==> config.mk <==
export PLATFORM = sky130hd
export DESIGN_NAME = address_splitter
export DESIGN_NICKNAME = d
export VERILOG_FILES = /design/src/hw/ifd_pkg.sv /design/src/hw/address_splitter.sv
export VERILOG_INCLUDE_DIRS = /design/src /design/src/include
export SDC_FILE = /design/constraint.sdc
export NUM_CORES = 1
export LEC_CHECK = 0
export ABC_AREA = 0
export BUFFER_PORTS_ARGS = -buffer_cell sky130_fd_sc_hd__buf_2
export CAP_MARGIN = 10
export CORE_MARGIN = 10
export CORE_UTILIZATION = 45
export CTS_CLUSTER_DIAMETER = 120
export DETAILED_ROUTE_END_ITERATION = 8
export PLACE_DENSITY_LB_ADDON = 0.08
export SYNTH_ARGS = -nofsm -noshare
export SYNTH_HDL_FRONTEND = slang
export SYNTH_SLANG_ARGS = --single-unit
export TNS_END_PERCENT = 100
==> constraint.sdc <==
create_clock -name clock -period 1.2 [get_ports clock]
set_input_delay 0 -clock clock [delete_from_list [all_inputs] [get_ports clock]]
set_output_delay 0 -clock clock [all_outputs]
set_load 0.01 [all_outputs]
==> src/include/ifd_cfg.svh <==
/*
 * Fetch/decode configuration. Field widths must sum to the instruction word
 * width, and IFD_THREAD_W / IFD_IMEM_ADDR_W must match their counts.
 */
`ifndef IFD_CFG_SVH
`define IFD_CFG_SVH

// ---------------------------------------------------------------------------
// Threading
// ---------------------------------------------------------------------------
`define IFD_THREADS         4
`define IFD_THREAD_W        2
// Thread t starts fetching at t * stride
`define IFD_THREAD_STRIDE   64

// ---------------------------------------------------------------------------
// Shared instruction memory
// ---------------------------------------------------------------------------
`define IFD_IMEM_DEPTH      256
`define IFD_IMEM_ADDR_W     8

// ---------------------------------------------------------------------------
// Instruction fields, most to least significant
// ---------------------------------------------------------------------------
`define IFD_OPCODE_W        4
`define IFD_D_W             12
`define IFD_A_W             10
`define IFD_B_W             10

// ALU control word, top bit selects split addressing
`define IFD_CTRL_W          16
// Split addressing, DA from low half of D, DB from base plus high half
`define IFD_SPLIT_W         6
`define IFD_DB_BASE         12'h800

// Bundles the downstream stage can accept without a ready
`define IFD_CREDITS         4

`endif

==> src/hw/ifd_pkg.sv <==
/*
 * Shared types for the fetch/decode front end. Widths come from ifd_cfg.svh.
 */
`default_nettype none

`include "ifd_cfg.svh"

package ifd_pkg;

    // -----------------------------------------------------------------------
    // Instruction word, opcode in the top bits
    // -----------------------------------------------------------------------
    typedef struct packed {
        logic [`IFD_OPCODE_W-1:0] opcode;
        logic [`IFD_D_W-1:0]      d;
        logic [`IFD_A_W-1:0]      a;
        logic [`IFD_B_W-1:0]      b;
    } instr_t;

    // -----------------------------------------------------------------------
    // ALU control word
    // -----------------------------------------------------------------------
    // Split selects the two-address form of D
    // Remaining bits go to the ALU untouched
    typedef struct packed {
        logic                     split;
        logic [`IFD_CTRL_W-2:0]   alu_op;
    } ctrl_t;

    // Hardware thread index
    typedef logic [`IFD_THREAD_W-1:0] thread_t;

    // Word address into the shared instruction memory
    typedef logic [`IFD_IMEM_ADDR_W-1:0] iaddr_t;

endpackage

`default_nettype wire

==> src/hw/address_splitter.sv <==
/*
 * Final stage. In split mode D becomes DA from its low half and DB from
 * IFD_DB_BASE plus its high half; otherwise both carry D unchanged.
 */
`timescale 1ns/100ps
`default_nettype none

`include "ifd_cfg.svh"

module address_splitter (
    input  wire                     clock,
    input  wire                     rst_n,
    input  wire                     dec_valid,
    input  wire ifd_pkg::thread_t   dec_thread,
    input  wire ifd_pkg::ctrl_t     dec_ctrl,
    input  wire [`IFD_D_W-1:0]      dec_d,
    input  wire [`IFD_A_W-1:0]      dec_a,
    input  wire [`IFD_B_W-1:0]      dec_b,
    output logic                    out_valid,
    output ifd_pkg::thread_t        out_thread,
    output ifd_pkg::ctrl_t          out_ctrl,
    output logic [`IFD_D_W-1:0]     out_da,
    output logic [`IFD_D_W-1:0]     out_db,
    output logic [`IFD_A_W-1:0]     out_a,
    output logic [`IFD_B_W-1:0]     out_b
);

    logic [`IFD_D_W-1:0] split_da;
    logic [`IFD_D_W-1:0] split_db;
    logic [`IFD_D_W-1:0] next_da;
    logic [`IFD_D_W-1:0] next_db;

    // -----------------------------------------------------------------------
    // Split rule
    // -----------------------------------------------------------------------
    // Low half zero-extended, high half offset into the DB window
    assign split_da = `IFD_D_W'(dec_d[`IFD_SPLIT_W-1:0]);
    assign split_db = `IFD_D_W'(`IFD_DB_BASE)
                    + `IFD_D_W'(dec_d[`IFD_D_W-1 -: `IFD_SPLIT_W]);

    assign next_da = dec_ctrl.split ? split_da : dec_d;
    assign next_db = dec_ctrl.split ? split_db : dec_d;

    // Bundle payload
    always_ff @(posedge clock) begin
        if (dec_valid) begin
            out_ctrl <= dec_ctrl;
            out_da   <= next_da;
            out_db   <= next_db;
            out_a    <= dec_a;
            out_b    <= dec_b;
        end
    end

    always_ff @(posedge clock or negedge rst_n) begin
        if (!rst_n) begin
            out_valid  <= 1'b0;
            out_thread <= '0;
        end else begin
            out_valid <= dec_valid;
            if (dec_valid) begin
                out_thread <= dec_thread;
            end
        end
    end

endmodule

`default_nettype wire

==> results.toml, run 1 <==
[grt]
grt_pass1_wl_um = 9039
grt_pass1_vias = 1580
grt_max_degree = 31
overflow = 0
antenna_found_initial = 0
grt_use_total = 0.1634

[sta]
period_minus_slack_ns = 1.059
setup_viol = 0
max-slew-margin-rel = 0.7478
fmax_ghz = 0.9444
fin_crit_sh = 0.8824
hold_violations = 0
grt_setup_unrepaired = "false"
finalMaxSlewViolations = 0
clock_skew_ns = 0
tns_ns = 0
worst_pin_slew_ns = 0.3783

[pwr]
p_leak_nw = 1.446
clockPowerShare = 0.407
swShare = 0.2070
p_per_area_mw_per_mm2 = 1560
total_power_mw = 5.138
switching_power_mw = 1.064
power.share.combinational = 0.117
intPower_mw = 4.075
pwr-share-seq = 0.476
irDropWorstVdd_mv = 1.257

[setup_path]
slowest_stage = "dlygate4sd3_1"
critPathLaunch = "dec_valid"
end_kind = "register"
crit_path_start_kind = "primary input"
crit_family = "buffers and inverters"
max_stage_delay_ns = 0.52
crit_arrival_ns = 1.04
crit_type = "in -> reg"
critPathRequiredTime_ns = 1.18
cp_cell_sequence = "dlygate4sd3_1 -> buf_2 -> buf_4"
cp_max_fo = 30
r2r-start = "out_thread[0]"
timing.critical_path.buf_inv = 3

[clocking]
cts_sinks = 58
cts_buffers = 9
postCtsSetupRepairBufs = 0
clockBufferDepth = 2
cts_hold_buf = 52
cts.repair.resized = 0
clk_latency_ns = 0.32
h-tree-depth = 3
clk_pin_slew_ns = 0.06
cts_root_buf = "clkbuf_8"
tritoncts = "done"

[floorplanning]
die_h_um = 85.59
rows = 23
dieArea_mm2 = 0.007325
die_width_um = 85.59
io_pins = 116
start_util = 0.4737
core-area_mm2 = 0.004086

[logic_synthesis]
syn_nets = 132
yosysWarnings = 0
syn_area_mm2 = 0.001936
ys_seq_area_frac = 0.8920
syn_avg_cell_area_um2 = 24.50
ys_types = 8
postSynthCellCount = 79
ys_seq_elements = 58

[placement]
gp_congestion = 0.7299
dp_hpwl_um = 3723
port_buffers = 115

[drt]
via_count = 1416
routed_wl_um = 6021
detail_route.wl_per_cell_um = 19.49
ant_nets = 0
via_per_inst = 4.583
route.detailed.drc = 0
drtIter0Drc = 67
firstDrtPassIters = 4

[worst_hold_path]
holdCritPathClass = "in -> reg"
min_from = "dec_ctrl[15]"

[cells_and_area]
fillerInstances = 244
fin_nets = 306
drive_gt1_frac = 0.5620
syn_to_final_growth_pct = 70.20

[status]
outcome = "complete, no violations"

[run]
drv_cap = 0
[cell type report]
class / count / area (µm²) / share of cell area
tap: 50 / 62.56 / 0.01899
antenna: 1 / 2.502 / 0.0007596
sequential: 58 / 1727 / 0.5241
timing repair buffer: 169 / 1111 / 0.3373
clock inverter: 7 / 107.6 / 0.03266
multi-input combinational: 15 / 160.2 / 0.04861
clock buffer: 9 / 123.9 / 0.03760
[worst paths after layout]
kind	endpoint	slack [ns]	cells past startpoint
worst max-delay path	out_b[8]	0.14	3
worst min-delay path	out_ctrl[15]	0.07	1
worst max register to register	out_thread[0]	0.42	1
worst min register to register	out_thread[1]	0.51	1
max in group asynchronous	out_thread[1]	0.46	3
min in group asynchronous	out_thread[0]	0.58	3
[cell families after synthesis]
kind of cell,after synthesis,share of synthesized area
buf+inv,6,0.02521
flops,58,0.8920
mux,8,0.05236
simple gates,7,0.03038
[power by group through the flow]
stage                     Combinational, mW  Sequential [mW]  Clock, mW
after detailed placement              0.464             2.48          0
after floorplan                      0.0718             2.58          0
final                                 0.602             2.45       2.09
after global placement                0.454             2.47          0
after global routing                  0.645             2.46       2.23
after CTS                             0.599             2.44       2.11
[stage by stage]
step           cells  hold WS, ns  area, µm²  worst slack, ns  utilization
6_report         309      0.07089       3294           0.1411       0.8062
5_1_grt          308      0.05779       3292           0.1314       0.8056
4_1_cts          308      0.05034       3292           0.1747       0.8056
3_5_place_dp     240      -0.2022       2540           0.3099       0.6216
3_3_place_gp     240      -0.2050       2540           0.3413       0.6216
2_1_floorplan     79      -0.2956       1936           0.4306            -
[state kept, by name, indices dropped and copies added (netlist names)]
signal,flops
out_valid,1
out_b,10
out_thread,2
out_ctrl,16
out_db,7
out_a,10
out_da,12
[synth_stat cells]
library cell / instances / area (µm²)
and2b_2: 6 / 52.55
buf_4: 5 / 37.54
buf_6: 1 / 11.26
dfrtp_1: 3 / 75.07
edfxtp_1: 55 / 1652
mux2_2: 5 / 56.30
mux2_4: 3 / 45.04
or2_1: 1 / 6.260
[metal layers]
layer  wire (µm)  GRT usage  up-vias
met5           0          0        -
li1            -          -      650
met4          66    0.07335        0
met3         498    0.07096        5
met2        3406     0.3018       71
met1        2050     0.1504      690
[placed cells by master (no fill, tap or decap), drive strengths merged]
master	n
buf	117
or2	1
dfrtp	3
dlygate4sd3	52
diode	1
mux2	8
edfxtp	55
clkbuf	9
clkinv	4
and2b	6
bufinv	3
Power figures use the tool's default switching activity.
==> inputs of run 2 (changes only) <==
--- a/config.mk
+++ b/config.mk
@@ -6,14 +6,14 @@
 export SDC_FILE = /design/constraint.sdc
 export NUM_CORES = 1
 export LEC_CHECK = 0
-export ABC_AREA = 0
+export ABC_AREA = 1
 export BUFFER_PORTS_ARGS = -buffer_cell sky130_fd_sc_hd__buf_2
 export CAP_MARGIN = 10
 export CORE_MARGIN = 10
 export CORE_UTILIZATION = 45
 export CTS_CLUSTER_DIAMETER = 120
 export DETAILED_ROUTE_END_ITERATION = 8
-export PLACE_DENSITY_LB_ADDON = 0.08
+export PLACE_DENSITY = 0.79
 export SYNTH_ARGS = -nofsm -noshare
 export SYNTH_HDL_FRONTEND = slang
 export SYNTH_SLANG_ARGS = --single-unit
==> results.toml, run 2 <==
[setup_path]
slowest_stage = "edfxtp_1"
cp_cell_sequence = "buf_2"
critPathRequiredTime_ns = 1.20
max_stage_delay_ns = 0.43
cp_max_fo = 1
crit_family = "flip-flops"
crit_path_start_kind = "register"
crit_arrival_ns = 0.92
crit_type = "reg -> out"
timing.critical_path.buf_inv = 1
end_kind = "primary output"

[grt]
grt_use_total = 0.1613
grt_max_degree = 60
grt_pass1_vias = 1658
grt_pass1_wl_um = 9039
overflow = 0
antenna_found_initial = 0

[floorplanning]
die_h_um = 85.35
core-area_mm2 = 0.004058
io_pins = 116
die_width_um = 85.35
dieArea_mm2 = 0.007285
rows = 23
start_util = 0.4736

[sta]
finalMaxSlewViolations = 0
fin_ws_ns = 0.2762
setup_viol = 0
max-slew-margin-rel = 0.8025
worst_pin_slew_ns = 0.2962
fin_crit_sh = 0.7698
period_minus_slack_ns = 0.9238
clock_skew_ns = 0
tns_ns = 0
fmax_ghz = 1.082
hold_violations = 0
grt_setup_unrepaired = "false"

[run]
drv_cap = 0

[placement]
port_buffers = 115
place_ws_ns = 0.4282
gp_congestion = 0.7516

[pwr]
p_per_area_mw_per_mm2 = 1454
switching_power_mw = 1.038
p_leak_nw = 1.465
pwr-share-seq = 0.523
irDropWorstVdd_mv = 0.9534
intPower_mw = 3.641
swShare = 0.2219
clockPowerShare = 0.350
power.share.combinational = 0.127

[clocking]
cts.repair.resized = 0
cts_root_buf = "clkbuf_8"
cts_buffers = 9
clk_latency_ns = 0.31
clockBufferDepth = 2
clk_pin_slew_ns = 0.07
h-tree-depth = 3
tritoncts = "done"
cts_sinks = 58

[logic_synthesis]
ys.flop_type = "edfxtp_1"
syn_area_mm2 = 0.001922
syn_nets = 156
synth_top_area_frac = 0.8594
syn_avg_cell_area_um2 = 18.66
synth_edf_count = 55
synthArstFlopShare = 0.05172
ys_seq_area_frac = 0.8984
synthTopCellsByCount = "edfxtp_1 (55), nand2_1 (25), inv_1 (8)"
postSynthCellCount = 103
yosysMostFrequentCell = "edfxtp_1"
ys_seq_elements = 58
ys_types = 7
ys_top_cells_by_area = "edfxtp_1 (86%), nand2_1 (4.9%), dfrtp_1 (3.9%), buf_4 (2.0%), inv_1 (1.6%)"
synth_top_area_cell = "edfxtp_1"
yosysWarnings = 0

[cells_and_area]
drive_gt1_frac = 0.4536
regMostFlops = "out_ctrl"
final_common_cell = "buf_2"
reg.largest.list = "out_ctrl x16, out_da x12"
diodes = 0
fin_nets = 328
final_cell_mix = "buf_2 (115), edfxtp_1 (55), dlygate4sd3_1 (51)"
largest_register_ffs = 16
syn_to_final_growth_pct = 67.51

[drt]
firstDrtPassIters = 4
detail_route.wl_per_cell_um = 18.05
route.detailed.drc = 0
routed_wl_um = 5957
ant_nets = 0
drtIter0Drc = 94
via_count = 1495
via_per_inst = 4.530

[status]
outcome = "complete, no violations"

[worst_hold_path]
holdCritPathClass = "in -> reg"
-- run 2: routing by layer --
metal	track usage	vias up	routed length (µm)
li1	-	699	-
met1	0.1840	700	2478
met2	0.2629	90	2836
met3	0.07266	6	593
met4	0.05389	0	48
met5	0	-	0
-- run 2: metrics by stage --
| step | power, mW | hold slack (ns) | instance area, µm² | instances | util |
|---|---|---|---|---|---|
| floorplan | 2.638 | -0.2956 | 1922 | 103 | - |
| global placement | 2.925 | -0.2033 | 2531 | 263 | 0.6238 |
| detailed placement | 2.945 | -0.2013 | 2531 | 263 | 0.6238 |
| CTS | 4.685 | 0.03518 | 3219 | 330 | 0.7934 |
| global route | 4.870 | 0.04389 | 3219 | 330 | 0.7934 |
| finish | 4.679 | 0.05470 | 3219 | 330 | 0.7934 |
-- run 2: kinds of logic after synthesis --
kind of cell	after synthesis	synth area share
flip-flops	58	0.8984
buffers and inverters	14	0.04102
AND/OR/NAND/NOR	31	0.06055
-- run 2: layout make-up --
type	count	area (µm²)
clock inverter	4	42.54
fill	236	838.3
inverter	8	30.03
timing repair buffer	167	1106
clock buffer	12	135.1
multi-input combinational	31	116.4
tap	50	62.56
sequential	58	1727
-- run 2: path summary, 6_finish.rpt --
kind	cells past startpoint	to	slack, ns	from
min reg2reg	2	out_thread[1]	0.47	out_thread[1]
max in group asynchronous	3	out_valid	0.48	rst_n
min	1	out_ctrl[15]	0.05	dec_ctrl[15]
max reg2reg	2	out_thread[0]	0.60	out_thread[0]
min in group asynchronous	3	out_thread[1]	0.58	rst_n
max	1	out_a[6]	0.28	out_a[6]
-- run 2: repair_timing --
item	4_1_cts	5_1_grt
endpoints found under the setup margin	0	0
endpoints found under the hold margin	55	0
buffers inserted	0	0
hold buffers	51	0
-- run 2: power by group through the flow --
stage	clock network, mW	registers [mW]	logic [mW]
floorplan	0	2.58	0.0623
global placement	0	2.48	0.447
detailed placement	0	2.48	0.462
CTS	1.65	2.44	0.593
global route	1.77	2.46	0.642
finish	1.64	2.45	0.592
==> inputs of run 3 (changes only) <==
--- a/config.mk
+++ b/config.mk
@@ -6,14 +6,14 @@
 export SDC_FILE = /design/constraint.sdc
 export NUM_CORES = 1
 export LEC_CHECK = 0
-export ABC_AREA = 1
+export ABC_AREA = 0
 export BUFFER_PORTS_ARGS = -buffer_cell sky130_fd_sc_hd__buf_2
 export CAP_MARGIN = 10
 export CORE_MARGIN = 10
-export CORE_UTILIZATION = 45
+export CORE_UTILIZATION = 38
 export CTS_CLUSTER_DIAMETER = 120
 export DETAILED_ROUTE_END_ITERATION = 8
-export PLACE_DENSITY = 0.79
+export PLACE_DENSITY = 0.7
 export SYNTH_ARGS = -nofsm -noshare
 export SYNTH_HDL_FRONTEND = slang
 export SYNTH_SLANG_ARGS = --single-unit
==> constraint.sdc (replaced) <==
create_clock -name clock -period 0.8 [get_ports clock]
set_input_delay 0 -clock clock [delete_from_list [all_inputs] [get_ports clock]]
set_output_delay 0 -clock clock [all_outputs]
set_load 0.01 [all_outputs]
==> results.toml, run 3 (synthesis results as in run 1) <==
[status]
outcome = "finished with violations"
violations = "hold timing, setup timing"

[sta]
fin_crit_sh = 1.145
hold_violations = 4
period_minus_slack_ns = 0.9162
holdWs_ns = -0.01658
worst_pin_slew_ns = 0.2698
clock_skew_ns = 0
grt_setup_unrepaired = "true"
finalMaxSlewViolations = 0
setup_viol = 67
max-slew-margin-rel = 0.8201
fin_ws_ns = -0.1162
fmax_ghz = 1.092

[grt]
grt_max_degree = 19
overflow = 0
grt_pass1_wl_um = 9177
grt_pass1_vias = 1561
grt_use_total = 0.1455
antenna_found_initial = 0

[pwr]
irDropWorstVdd_mv = 0.9674
clockPowerShare = 0.320
power.share.combinational = 0.140
switching_power_mw = 1.613
intPower_mw = 5.190
p_per_area_mw_per_mm2 = 2061
p_leak_nw = 1.437
pwr-share-seq = 0.540
swShare = 0.2371

[clocking]
clk_latency_ns = 0.32
cts_root_buf = "clkbuf_8"
clockBufferDepth = 2
tritoncts = "done"
clk_pin_slew_ns = 0.06
cts_sinks = 58
postCtsSetupRepairBufs = 0
cts_buffers = 9
h-tree-depth = 3

[placement]
place_area_mm2 = 0.002619
port_buffers = 115
dp_hpwl_um = 4011
dpl.cell_count = 263
place_ws_ns = -0.08187
gp_congestion = 0.7407

[worst_hold_path]
worstHoldPathCells = 2
holdPathEnd = "out_db[2]"
min_from = "dec_d[8]"
holdCritPathClass = "in -> reg"

[cells_and_area]
diodes = 0
final_cell_mix = "buf_2 (110), edfxtp_1 (55), dlygate4sd3_1 (49)"
largest_register_ffs = 16
syn_to_final_growth_pct = 70.52
regMostFlops = "out_ctrl"
stdcell_count = 328
reg.largest.list = "out_ctrl x16, out_da x12"
final_common_cell = "buf_2"
fin_area_mm2 = 0.003301
drive_gt1_frac = 0.5747
fin_nets = 309

[floorplanning]
rows = 25
dieArea_mm2 = 0.008348
io_pins = 116
start_util = 0.4018
core-area_mm2 = 0.004817
die_h_um = 91.37
die_width_um = 91.37

[setup_path]
slowest_stage = "edfxtp_1"
crit_arrival_ns = 0.92
max_stage_delay_ns = 0.43
r2r_end = "out_thread[0]"
crit_path_start_kind = "register"
timing.critical_path.buf_inv = 1
critPathRequiredTime_ns = 0.80
end_kind = "primary output"
cp_cell_sequence = "buf_2"
r2r-start = "out_thread[0]"
r2r_cells = 1
crit_type = "reg -> out"
crit_family = "flip-flops"
ff2ff_setup_slack_ns = 0.03
cp_max_fo = 2

[drt]
detail_route.wl_per_cell_um = 19.23
firstDrtPassIters = 4
via_per_inst = 4.320
via_count = 1417
ant_nets = 0
route.detailed.drc = 0
routed_wl_um = 6306
drtIter0Drc = 20

[run]
drv_cap = 0
[run 3: changes by cell type in the layout (fill, tap and decap cells not counted), moves of 3 or more]
cell / before / now
buf_4: 0 / 7
and2b_2: 0 / 6
clkbuf_1: 3 / 0
inv_1: 8 / 0
buf_6: 0 / 5
mux2_2: 0 / 5
nand2_1: 25 / 0
mux2_4: 0 / 3
nor2_1: 6 / 0
buf_2: 115 / 110
[run 3: power groups by stage]
stage,Combinational [mW],Clock (mW),Sequential (mW)
CTS,0.930,2.23,3.66
global placement,0.712,0,3.72
floorplan,0.108,0,3.87
detailed placement,0.729,0,3.72
global route,1.02,2.35,3.70
finish,0.950,2.18,3.68
[run 3: how the worst max path moves through the flow]
stage | slack [ns] | cells past startpoint | startpoint | to
after floorplan | 0.03 | 1 | out_thread[0] | out_thread[0]
after global placement | -0.07 | 2 | dec_ctrl[15] | out_db[4]
after detailed placement | -0.08 | 2 | dec_ctrl[15] | out_db[4]
after CTS | -0.09 | 1 | out_da[9] | out_da[9]
after global routing | -0.13 | 1 | out_da[9] | out_da[9]
final | -0.12 | 1 | out_da[9] | out_da[9]
[run 3: area by class of cell]
cell class,count,area (µm²)
Sequential cell,58,1727
Multi-Input combinational cell,15,160.2
Clock buffer,9,123.9
Fill cell,348,1516
Timing Repair Buffer,172,1170
Clock inverter,7,36.28
Tap cell,67,83.83
[run 3: timing repair]
item	4_1_cts	5_1_grt
setup endpoints to repair	63	70
hold buffers	50	9
gates resized for setup	1	6
endpoints found under the hold margin	58	13
[run 3: per-layer routing]
metal,track usage,routed length (µm)
met5,0,0
met4,0.06658,144
met1,0.1538,2499
met2,0.2488,3099
met3,0.05926,563
[run 3: through the flow]
stage	util	total power [mW]	setup TNS, ns	hold WS [ns]
final	0.6852	6.803	-2.996	-0.01658
after global routing	0.6852	7.064	-4.885	-0.004681
after CTS	0.6821	6.822	-3.023	0.0009928
after global placement	0.5436	4.427	-0.3111	-0.2046
after detailed placement	0.5436	4.448	-0.3651	-0.2044
after floorplan	-	3.974	0	-0.2956
