## src/include/ifd_cfg.svh

```systemverilog
/*
 * Fetch/decode configuration. Field widths must sum to the instruction word
 * width, and IFD_THREAD_W / IFD_IMEM_ADDR_W must match their counts.
 */
`ifndef IFD_CFG_SVH
`define IFD_CFG_SVH

// ---------------------------------------------------------------------------
// Threading
// ---------------------------------------------------------------------------
`define IFD_THREADS         4
`define IFD_THREAD_W        2
// Thread t starts fetching at t * stride
`define IFD_THREAD_STRIDE   64

// ---------------------------------------------------------------------------
// Shared instruction memory
// ---------------------------------------------------------------------------
`define IFD_IMEM_DEPTH      256
`define IFD_IMEM_ADDR_W     8

// ---------------------------------------------------------------------------
// Instruction fields, most to least significant
// ---------------------------------------------------------------------------
`define IFD_OPCODE_W        4
`define IFD_D_W             12
`define IFD_A_W             10
`define IFD_B_W             10

// ALU control word, top bit selects split addressing
`define IFD_CTRL_W          16
// Split addressing, DA from low half of D, DB from base plus high half
`define IFD_SPLIT_W         6
`define IFD_DB_BASE         12'h800

// Bundles the downstream stage can accept without a ready
`define IFD_CREDITS         4

`endif

```

## src/hw/ifd_pkg.sv

```systemverilog
/*
 * Shared types for the fetch/decode front end. Widths come from ifd_cfg.svh.
 */
`default_nettype none

`include "ifd_cfg.svh"

package ifd_pkg;

    // -----------------------------------------------------------------------
    // Instruction word, opcode in the top bits
    // -----------------------------------------------------------------------
    typedef struct packed {
        logic [`IFD_OPCODE_W-1:0] opcode;
        logic [`IFD_D_W-1:0]      d;
        logic [`IFD_A_W-1:0]      a;
        logic [`IFD_B_W-1:0]      b;
    } instr_t;

    // -----------------------------------------------------------------------
    // ALU control word
    // -----------------------------------------------------------------------
    // Split selects the two-address form of D
    // Remaining bits go to the ALU untouched
    typedef struct packed {
        logic                     split;
        logic [`IFD_CTRL_W-2:0]   alu_op;
    } ctrl_t;

    // Hardware thread index
    typedef logic [`IFD_THREAD_W-1:0] thread_t;

    // Word address into the shared instruction memory
    typedef logic [`IFD_IMEM_ADDR_W-1:0] iaddr_t;

endpackage

`default_nettype wire

```

## src/hw/opcode_decoder.sv

```systemverilog
/*
 * Per-thread decode table addressed by {thread, opcode}. Host writes land at
 * the next edge and may race a lookup of the same entry in that cycle.
 */
`timescale 1ns/100ps
`default_nettype none

`include "ifd_cfg.svh"

module opcode_decoder (
    input  wire                        clock,
    input  wire                        rst_n,
    // Host write port into the decode table
    input  wire                        od_wren,
    input  wire ifd_pkg::thread_t      od_thread,
    input  wire [`IFD_OPCODE_W-1:0]    od_opcode,
    input  wire ifd_pkg::ctrl_t        od_data,
    // Fetched word from the arbiter
    input  wire                        rd_valid,
    input  wire ifd_pkg::thread_t      rd_thread,
    input  wire ifd_pkg::instr_t       rd_word,
    // Decoded stage outputs
    output logic                       dec_valid,
    output ifd_pkg::thread_t           dec_thread,
    output ifd_pkg::ctrl_t             dec_ctrl,
    output logic [`IFD_D_W-1:0]        dec_d,
    output logic [`IFD_A_W-1:0]        dec_a,
    output logic [`IFD_B_W-1:0]        dec_b
);

    // One full opcode space per thread
    localparam int OD_ADDR_W = `IFD_THREAD_W + `IFD_OPCODE_W;
    localparam int OD_DEPTH  = `IFD_THREADS << `IFD_OPCODE_W;

    ifd_pkg::ctrl_t        table_mem [OD_DEPTH];
    logic [OD_ADDR_W-1:0]  wr_index;
    logic [OD_ADDR_W-1:0]  rd_index;

    // Thread in the high bits keeps each table contiguous
    assign wr_index = {od_thread, od_opcode};
    assign rd_index = {rd_thread, rd_word.opcode};

    // -----------------------------------------------------------------------
    // Table write and lookup
    // -----------------------------------------------------------------------
    always_ff @(posedge clock) begin
        if (od_wren) begin
            table_mem[wr_index] <= od_data;
        end
    end

    // Operands registered with the lookup so all outputs line up
    always_ff @(posedge clock) begin
        if (rd_valid) begin
            dec_ctrl <= table_mem[rd_index];
            dec_d    <= rd_word.d;
            dec_a    <= rd_word.a;
            dec_b    <= rd_word.b;
        end
    end

    // -----------------------------------------------------------------------
    // Stage control
    // -----------------------------------------------------------------------
    always_ff @(posedge clock or negedge rst_n) begin
        if (!rst_n) begin
            dec_valid  <= 1'b0;
            dec_thread <= '0;
        end else begin
            dec_valid <= rd_valid;
            if (rd_valid) begin
                dec_thread <= rd_thread;
            end
        end
    end

endmodule

`default_nettype wire

```

## config.mk

```make
export PLATFORM = sky130hd
export DESIGN_NAME = opcode_decoder
export DESIGN_NICKNAME = d
export VERILOG_FILES = /design/src/hw/ifd_pkg.sv /design/src/hw/opcode_decoder.sv
export VERILOG_INCLUDE_DIRS = /design/src /design/src/include
export SDC_FILE = /design/constraint.sdc
export NUM_CORES = 1
export LEC_CHECK = 0
export BUFFER_PORTS_ARGS = -buffer_cell sky130_fd_sc_hd__buf_2
export CORE_ASPECT_RATIO = 1.4
export CORE_MARGIN = 1.5
export CORE_UTILIZATION = 45
export CTS_CLUSTER_SIZE = 10
export DETAILED_ROUTE_END_ITERATION = 12
export PLACE_DENSITY = 0.71
export SKIP_CTS_REPAIR_TIMING = 1
export SKIP_LAST_GASP = 1
export SYNTH_ARGS = -nofsm -noshare
export SYNTH_HDL_FRONTEND = slang
export SYNTH_SLANG_ARGS = --single-unit
```

## constraint.sdc

```tcl
create_clock -name clock -period 2.2 [get_ports clock]
set_input_delay 0 -clock clock [delete_from_list [all_inputs] [get_ports clock]]
set_output_delay 0 -clock clock [all_outputs]
set_load 0.005 [all_outputs]
```

==> results of run 1 <==
[final cells by class]
type	instances	area share, %
multi-input cells	707	17.1
clock inverters	5	0.0976
well taps	1197	3.07
flip-flops and latches	1075	66.2
clock buffers	147	6.37
inverters	1	0.00770
repair buffers	412	7.09
[power by group through the flow]
| stage | clock [mW] | combinational [mW] | sequential (mW) |
|---|---|---|---|
| floorplan | 0 | 1.19 | 23.3 |
| global placement | 0 | 2.36 | 23.2 |
| detailed placement | 0 | 2.42 | 23.3 |
| CTS | 17.2 | 2.43 | 22.8 |
| global route | 17.9 | 2.63 | 22.8 |
| finish | 16.9 | 2.50 | 22.8 |
[kinds of logic (layout without fill, tap and decap cells)]
kind of cell | count (synthesis) | count (layout)
flip-flops | 1075 | 1075
multiplexers | 349 | 349
AND/OR/NAND/NOR | 202 | 202
AO/OA/AOI/OAI | 156 | 156
buffers and inverters | 107 | 565
[sequential cells by signal, summed over array words and instances (netlist names)]
register / flops
dec_a: 10
dec_d: 12
dec_valid: 1
dec_b: 10
dec_ctrl: 16
dec_thread: 2
table_mem: 1024
[worst min-delay path by stage]
stage | start | endpoint | slack (ns) | cells after the start
2_1_floorplan | rst_n | dec_thread[0]$_DFFE_PN0P_ | -0.30 | 0
3_3_place_gp | rst_n | dec_thread[0]$_DFFE_PN0P_ | -0.21 | 1
3_5_place_dp | rst_n | dec_thread[0]$_DFFE_PN0P_ | -0.20 | 1
4_1_cts | rst_n | dec_thread[1]$_DFFE_PN0P_ | -0.96 | 1
5_1_grt | rd_word[7] | dec_b[7]$_DFFE_PP_ | -0.004 | 2
6_report | od_data[0] | table_mem[39][0]$_DFFE_PP_ | -0.0007 | 1
[stage by stage]
stage | setup WS, ns | TNS, ns
3_3_place_gp | -0.149 | -0.413
5_1_grt | 0.118 | 0
3_5_place_dp | -0.149 | -0.752
4_1_cts | 0.130 | 0
6_report | 0.0877 | 0
2_1_floorplan | 0.165 | 0
[critical path: stages (launching register included)]
cell and delay (ns):
edfxtp_1 0.35, mux4_2 0.26, mux2i_1 0.10, buf_4 0.16, a22oi_1 0.39, o221ai_1 0.40, a211oi_2 0.30
[cells in the final DEF (no fill, tap or decap), drive strengths merged, types with 4 or more instances in the layout]
master and n:
a211oi 22, a21oi 21, a221oi 44, a22oi 53, a311oi 5, and3 16, buf 357, clkbuf 147
dlygate4sd3 55, edfxtp 1072, inv 4, mux2 23, mux2i 124, mux4 202, nand2 29, nand3 15
nor2 99, nor2b 24, nor4 5, o221ai 11
[metal layers]
| layer | track usage [%] | part of all wire [%] |
|---|---|---|
| met1 | 26.3 | 38 |
| met2 | 35.2 | 51 |
| met3 | 4.59 | 7.4 |
| met4 | 8.39 | 3.5 |
| met5 | 0 | 0.028 |
==> reports/results.ini, run 1 <==
[setup_path]
arrival_ns=2.66
rrSetupSlack_ns=0.09
worstReg2RegEnd=dec_ctrl[14]$_DFFE_PP_
crit_type=flip-flop to flip-flop
endpoint_kind=flip-flop
start_kind=flip-flop
crit_end=dec_ctrl[14]$_DFFE_PP_
cp-startpoint=table_mem[17][14]$_DFFE_PP_
crit_fanout=1
required_ns=2.75
ff2ff_path_depth=6
regToRegStartpoint=table_mem[17][14]$_DFFE_PP_

[floorplan]
io_pins=115
fp.dieH_um=362
num_rows=131
core_area_mm2=0.0911
start_util_pct=45.4
die_w_um=259
dieArea_mm2=0.0939

[logic_synthesis]
synth_xor_area_share_pct=0
synth_top_family_by_area=multiplexers
synth_nets=1953
yosysMostFrequentCell=edfxtp_1
ys_seq_area_share_pct=77.9
syn-mean-instance-area_um2=21.9
yosysTopAreaCellShare_pct=77.7
synth-seq-cells=1075
netlist_instances=1889
synth_common_cells=edfxtp_1, mux4_2, mux2i_1
yosysUniqueCellTypes=40
synth_area_mm2=0.0414
synth.area.mux_share_pct=14.7
yosys-top-cells-area=edfxtp_1, mux4_2, mux2i_1, a22oi_1, nor2_1
synthArstFlopShare_pct=0.279
ys_warn_count=0
synth_edf_count=1072
synthAdderAreaFrac_pct=0
yosysTopAreaCell=edfxtp_1
synth_top_flop_cell=edfxtp_1
yosys.area_share.simple_pct=2.25
synth_compound_area_share_pct=3.18

[pwr]
p_switching_mw=8.74
ir_worst_vdd_v=0.000645
power_density_mw_per_mm2=867
leakage_nw=16.1
p_int_mw=33.5
power_frac_seq_pct=54.1
p_clk_share_pct=40.0
switching_share_pct=20.7
total_power_mw=42.3
pwr-share-comb_pct=5.9

[sta]
whs_ns=-0.000661
max_freq_ghz=0.473
period_minus_slack_ns=2.11
fin_crit_sh_pct=96.0
tightest_slew_ns=0.920
timing.slew.headroom_pct=38.6
slew_violations=0
hold_viol_final=1
rsz0062_at_grt=false
setup_viol=0
skew_ns=0.0203

[routing]
via_count=20700
wl_mm=98.2
vias_per_cell=5.84
first_iter_violations=2131
dr.pass1.iters=5
drcViolationCount=0
routedWlPerCell_um=27.7
antenna_left=0

[clocking]
clockBufferDepth=3
clkSinkCount=1075
numCtsBuffers=117
root_buffer=clkbuf_16
cts.clk_slew.worst_paths_ns=0.06
cts_tree=yes
clk_latency_ns=0.71
htreeDepth=3

[grt]
grt_overflow=0
antenna_found_initial=2
grt_util_all_layers_pct=20.9
grt_pass1_vias=21400
grt_pass1_wl_mm=142
grt_max_degree=65

[final_layout]
nets=2378
fillCellCount=6811
multi_input_area_mm2=0.00835
drive_gt1_share_pct=30.8
seq_area_mm2=0.0323
stdcell_count=3544
fin_util_pct=53.5
final_area_mm2=0.0487
antenna_cells=0
syn_to_final_growth_pct=17.6

[placement]
dp_hpwl_mm=61.5
gp_congestion=0.853
postPlaceCellArea_mm2=0.0450
dp.cells=3337
portBuffers=114

[min_path]
min_path_type=primary input to flip-flop

[job]
cap_violations=0

[status]
failed_checks=negative hold slack
outcome=complete, but fails checks

No activity file was read; power rests on OpenSTA's default activity.
==> run 2: changes to the inputs <==
--- a/config.mk
+++ b/config.mk
@@ -13,6 +13,7 @@
 export CTS_CLUSTER_SIZE = 10
 export DETAILED_ROUTE_END_ITERATION = 12
 export PLACE_DENSITY = 0.71
+export REMOVE_ABC_BUFFERS = 1
 export SKIP_CTS_REPAIR_TIMING = 1
 export SKIP_LAST_GASP = 1
 export SYNTH_ARGS = -nofsm -noshare
==> run 2 against run 1 <==
Compared with the run above:
- the flow still finishes with violations (negative hold slack)
- highest routed layer unchanged
- largest power group unchanged
- flip-flop and latch count unchanged
- critical endpoint is now dec_ctrl[12]$_DFFE_PP_
- non-clock buffer count decreased by 23
- core utilization decreased by 0.39 points
==> reports/results.ini, run 2 (same netlist as run 1, synthesis figures left out) <==
[final_layout]
nets=2357  ; -0.88%
stdcell_count=3506  ; -1.1%
fin_util_pct=53.1  ; -0.39 points
final_common_cell=edfxtp_1
syn_to_final_growth_pct=16.8
regMostFlops=table_mem
drive_gt1_share_pct=31.0  ; +0.22 points
mostFrequentLayoutCells=edfxtp_1, buf_4, mux4_2
top_regs=table_mem (1024), dec_ctrl (16), dec_d (12)
largest_reg_flops=1024  ; unchanged
final_area_mm2=0.0484  ; -0.74%

[pwr]
leakage_nw=16.0  ; -0.94%
total_power_mw=42.2  ; -0.10%
ir_worst_vdd_v=0.000616  ; -4.6%
power_density_mw_per_mm2=873  ; +0.64%

[grt]
grt_pass1_wl_mm=141  ; -0.50%
grt_max_degree=65  ; unchanged
grt_util_all_layers_pct=20.7  ; -0.26 points
grt_pass1_vias=21500  ; +0.55%
antenna_found_initial=4  ; +2
grt_overflow=0  ; unchanged

[sta]
fin_crit_sh_pct=96.3  ; +0.29 points
hold_viol_final=5  ; +4
max_freq_ghz=0.472  ; -0.31%
tightest_slew_ns=1.03  ; +0.108 ns
setup_viol=0  ; unchanged
period_minus_slack_ns=2.12  ; +0.00649 ns
rsz0062_at_grt=false
whs_ns=-0.0177  ; -0.0171 ns
timing.slew.headroom_pct=31.4  ; -7.2 points
slew_violations=0  ; unchanged
skew_ns=0.0422  ; +0.0219 ns

[clocking]
root_buffer=clkbuf_16
cts_tree=yes
clockBufferDepth=3  ; unchanged
numCtsBuffers=119  ; +1.7%
clk_latency_ns=0.71  ; about the same
cts.clk_slew.worst_paths_ns=0.05  ; about the same
clkSinkCount=1075  ; unchanged
htreeDepth=3  ; unchanged

[setup_path]
cp_slowest_stage_delay_ns=0.49  ; +0.09 ns
crit_fanout=1  ; unchanged
path_cells=mux4_2, mux2i_1, a22oi_1, buf_4, o221ai_1, buf_4, a211oi_2
endpoint_kind=flip-flop
crit_top_cell=buf_4
start_kind=flip-flop
crit_type=flip-flop to flip-flop
arrival_ns=2.57  ; -0.09 ns
regToRegStartpoint=table_mem[7][12]$_DFFE_PP_
cp_slowest_cell=mux4_2
required_ns=2.65  ; -0.10 ns
ff2ff_path_depth=7  ; +1
rrSetupSlack_ns=0.08  ; about the same
worstReg2RegEnd=dec_ctrl[12]$_DFFE_PP_

[routing]
via_count=20700  ; -0.15%
vias_per_cell=5.89  ; +0.94%
wl_mm=96.4  ; -1.8%
top_layer=met5
dr.pass1.iters=5  ; unchanged
routedWlPerCell_um=27.5  ; -0.74%
drcViolationCount=0  ; unchanged
met3_length_mm=7.14  ; -1.7%
route.met2.wl_mm=48.5  ; -2.5%
first_iter_violations=2291  ; +7.5%
wl_met1_mm=36.2  ; -3.9%
antenna_left=0  ; unchanged

[min_path]
hold_path.startpoint=od_data[3]
hold_depth=2  ; +1
min_to=table_mem[6][3]$_DFFE_PP_
min_path_type=primary input to flip-flop

[floorplan]
fp.dieH_um=362  ; unchanged
dieArea_mm2=0.0939  ; unchanged
core_area_mm2=0.0911  ; unchanged
die_w_um=259  ; unchanged
num_rows=131  ; unchanged
start_util_pct=45.4  ; unchanged
io_pins=115  ; unchanged

[placement]
dp_hpwl_mm=59.8  ; -2.8%
gp_congestion=0.911  ; +6.8%
postPlaceCellArea_mm2=0.0447  ; -0.68%
portBuffers=114  ; unchanged
dp.cells=3323  ; -0.42%

[status]
failed_checks=negative hold slack
outcome=complete, but fails checks

[job]
cap_violations=0  ; unchanged

[run 2: cell types whose count changed in the layout (fill, tap and decap cells not counted)]
cell / delta
diode_2: +1
clkbuf_1: -24
buf_4: +2
dlygate4sd3_1: -9
buf_12: -16
clkinvlp_4: +1
inv_16: +1
clkinv_16: +3
clkinv_1: +1
clkinv_2: +4
inv_6: -2
[run 2: worst max path at each step]
stage | startpoint | endpoint | slack, ns
finish | table_mem[7][12]$_DFFE_PP_ | dec_ctrl[12]$_DFFE_PP_ | 0.08
global route | table_mem[4][1]$_DFFE_PP_ | dec_ctrl[1]$_DFFE_PP_ | 0.06
CTS | table_mem[7][12]$_DFFE_PP_ | dec_ctrl[12]$_DFFE_PP_ | 0.09
detailed placement | rd_word[32] | dec_ctrl[10]$_DFFE_PP_ | -0.09
global placement | rd_word[32] | dec_ctrl[15]$_DFFE_PP_ | -0.08
floorplan | od_wren | table_mem[48][0]$_DFFE_PP_ | 0.32
[run 2: power breakdown]
| part | switching [mW] | internal (mW) |
|---|---|---|
| registers | 0.0715 | 22.8 |
| clock network | 7.31 | 9.61 |
| logic | 1.42 | 1.02 |
| total | 8.80 | 33.4 |
[run 2: cell type report]
class | count | area, um2
Inverter | 1 | 3.75
Timing Repair Buffer | 389 | 3060
Antenna cell | 1 | 2.50
Fill cell | 6816 | 42800
Clock inverter | 13 | 171
Tap cell | 1197 | 1500
Multi-Input combinational cell | 707 | 8350
Clock buffer | 123 | 3010
Sequential cell | 1075 | 32300
[run 2: metal layers]
metal  global-route usage [%]  up-vias
met5                        0        -
met4                     10.1        4
met3                     3.19      198
met2                     34.6     1026
met1                     26.3    10700
li1                         -     8682
[run 2: metrics by stage]
step	TNS (ns)	setup WS [ns]
detailed placement	-0.416	-0.0915
floorplan	0	0.318
CTS	0	0.0938
global route	0	0.0642
finish	0	0.0812
global placement	-0.191	-0.0793
[run 2: worst max-delay path, delay by kind of cell, from the launching register on]
| family | cells | cell delay [ns] |
|---|---|---|
| flip-flops | 1 | 0.38 |
| multiplexers | 2 | 0.81 |
| buffers and inverters | 2 | 0.41 |
| AO/OA/AOI/OAI | 3 | 0.25 |
==> run 3: changes to the inputs <==
--- a/config.mk
+++ b/config.mk
@@ -7,12 +7,14 @@
 export NUM_CORES = 1
 export LEC_CHECK = 0
 export BUFFER_PORTS_ARGS = -buffer_cell sky130_fd_sc_hd__buf_2
+export CELL_PAD_IN_SITES_DETAIL_PLACEMENT = 0
+export CELL_PAD_IN_SITES_GLOBAL_PLACEMENT = 1
 export CORE_ASPECT_RATIO = 1.4
 export CORE_MARGIN = 1.5
 export CORE_UTILIZATION = 45
 export CTS_CLUSTER_SIZE = 10
 export DETAILED_ROUTE_END_ITERATION = 12
-export PLACE_DENSITY = 0.71
+export PLACE_DENSITY = 0.77
 export REMOVE_ABC_BUFFERS = 1
 export SKIP_CTS_REPAIR_TIMING = 1
 export SKIP_LAST_GASP = 1
==> run 3 against run 2 <==
Compared with the run above:
- design area increased by 0.31%
- largest power group unchanged
- critical path type unchanged
- cell count increased by 0.40%
- sequential power about the same
- the run still ends with negative hold slack left
- clock-buffer cell count increased by 7
- highest routed layer is now met4
==> reports/results.ini, run 3 (same netlist as run 1, synthesis figures left out) <==
[status]
outcome=complete, but fails checks
failed_checks=negative hold slack

[placement]
dp.cells=3333  ; +0.30%
gp_congestion=0.857  ; -5.9%
portBuffers=114  ; unchanged
dp_hpwl_mm=62.8  ; +4.9%

[sta]
finalSetupTns_ns=0  ; unchanged
period_minus_slack_ns=2.09  ; -0.0251 ns
whs_ns=-0.00623  ; +0.0115 ns
tightest_slew_ns=0.951  ; -0.0779 ns
timing.slew.headroom_pct=36.6  ; +5.2 points
fin_crit_sh_pct=95.2  ; -1.1 points
max_freq_ghz=0.478  ; +1.2%
setup_viol=0  ; unchanged
slew_violations=0  ; unchanged
hold_viol_final=5  ; unchanged
rsz0062_at_grt=false
skew_ns=0.0205  ; -0.0216 ns

[final_layout]
antenna_cells=0  ; -1
stdcell_count=3520  ; +0.40%
multi_input_area_mm2=0.00836  ; about the same
regMostFlops=table_mem
syn_to_final_growth_pct=17.1
largest_reg_flops=1024  ; unchanged
drive_gt1_share_pct=31.0  ; about the same
nets=2370  ; +0.55%
final_common_cell=edfxtp_1
top_regs=table_mem (1024), dec_ctrl (16), dec_d (12)
seq_area_mm2=0.0323  ; unchanged
mostFrequentLayoutCells=edfxtp_1, buf_4, mux4_2
fillCellCount=6915  ; +1.5%

[routing]
dr.pass1.iters=5  ; unchanged
routedWlPerCell_um=28.2  ; +2.6%
first_iter_violations=2484  ; +8.4%
via_count=20700  ; +0.14%
drcViolationCount=0  ; unchanged
wl_mm=99.3  ; +3.0%
vias_per_cell=5.88  ; -0.26%
antenna_left=0  ; unchanged

[floorplan]
dieArea_mm2=0.0939  ; unchanged
fp.dieH_um=362  ; unchanged
die_w_um=259  ; unchanged
io_pins=115  ; unchanged
core_area_mm2=0.0911  ; unchanged
num_rows=131  ; unchanged
start_util_pct=45.4  ; unchanged

[setup_path]
crit_top_cell=buf_4
crit_fanout=1  ; unchanged
cp-startpoint=table_mem[6][7]$_DFFE_PP_
crit_family=compound AO/OA/AOI/OAI gates
crit_type=flip-flop to flip-flop
cp_slowest_stage_delay_ns=0.47  ; -0.02 ns
arrival_ns=2.63  ; +0.06 ns
regToRegStartpoint=table_mem[6][7]$_DFFE_PP_
required_ns=2.73  ; +0.08 ns
endpoint_kind=flip-flop
path_cells=mux4_2, mux2i_1, buf_4, a22oi_1, o221ai_1, buf_4, a211oi_2
cp_slowest_cell=a22oi_1
path_buf_inv=2  ; unchanged
start_kind=flip-flop

[grt]
antenna_found_initial=3  ; -1
met1_usage_pct=27.7  ; +1.4 points
grt_pass1_vias=21000  ; -2.1%
busiest_layer=met2
grt_pass1_wl_mm=143  ; +1.5%
grt_util_all_layers_pct=21.2  ; +0.51 points
grt_use_met2_pct=36.1  ; +1.5 points
grt_overflow=0  ; unchanged
grt_max_degree=65  ; unchanged
use_met3_pct=3.14  ; -0.049 points

[min_path]
min_path_type=primary input to flip-flop
hold_path.startpoint=od_data[6]

[clocking]
htreeDepth=3  ; unchanged
cts.clk_slew.worst_paths_ns=0.05  ; about the same
numCtsBuffers=117  ; -1.7%
cts_tree=yes
clkSinkCount=1075  ; unchanged
clockBufferDepth=3  ; unchanged
clk_latency_ns=0.71  ; about the same
root_buffer=clkbuf_16

[job]
cap_violations=0  ; unchanged

[pwr]
ir_worst_vdd_v=0.000701  ; +14%
leakage_nw=16.0  ; +0.40%
power_density_mw_per_mm2=869  ; -0.49%

[run 3: changes by cell type in the layout (fill, tap and decap cells not counted), moves of 2 or more]
cell           previous run  this run
buf_12                   23        30
buf_4                   207       210
clkbuf_1                  3        11
dlygate4sd3_1            46        51
clkinv_2                  5         1
clkinv_16                 3         1
[run 3: worst paths after layout]
| check | slack [ns] | cells past startpoint | endpoint |
|---|---|---|---|
| worst max-delay path | 0.11 | 7 | dec_ctrl[7]$_DFFE_PP_ |
| worst min-delay path | -0.006 | 1 | table_mem[5][6]$_DFFE_PP_ |
| worst max register to register | 0.11 | 7 | dec_ctrl[7]$_DFFE_PP_ |
| worst min register to register | 0.51 | 1 | dec_thread[1]$_DFFE_PN0P_ |
| max in group asynchronous | 1.88 | 3 | dec_valid$_DFF_PN0_ |
| min in group asynchronous | 0.18 | 3 | dec_thread[1]$_DFFE_PN0P_ |
[run 3: cell type report]
cell class / instances / area share (%)
Timing Repair Buffer: 404 / 6.75
Tap cell: 1197 / 3.09
Clock buffer: 130 / 6.22
Multi-Input combinational cell: 707 / 17.2
Sequential cell: 1075 / 66.5
Clock inverter: 6 / 0.206
Inverter: 1 / 0.00774
[run 3: per-stage QoR]
step	hold WS, ns	power [mW]	worst slack (ns)	instance area, um2	util, %
after CTS	-0.963	42.4	0.0759	48000	52.7
after floorplan	-0.296	24.1	0.318	40600	-
after detailed placement	-0.200	25.7	-0.142	44900	49.3
after global routing	0.00253	43.2	0.0650	48500	53.2
after global placement	-0.204	25.6	-0.133	44900	49.3
final	-0.00623	42.1	0.106	48500	53.2
[run 3: where the power goes]
group	switching, mW	leakage [nW]	internal, mW	total, mW
registers	0.0806	9.71	22.8	22.9
logic	1.44	4.78	1.03	2.47
clock network	7.26	1.53	9.54	16.8
total	8.78	16.0	33.4	42.1
[run 3: metal layers]
| metal | vias to the layer above | share of wire [%] | wire length (um) |
|---|---|---|---|
| met4 | 0 | 3.1 | 3050 |
| li1 | 8720 | - | - |
| met3 | 146 | 6.7 | 6660 |
| met2 | 937 | 51 | 50900 |
| met1 | 10900 | 39 | 38700 |
| met5 | - | 0 | 0 |
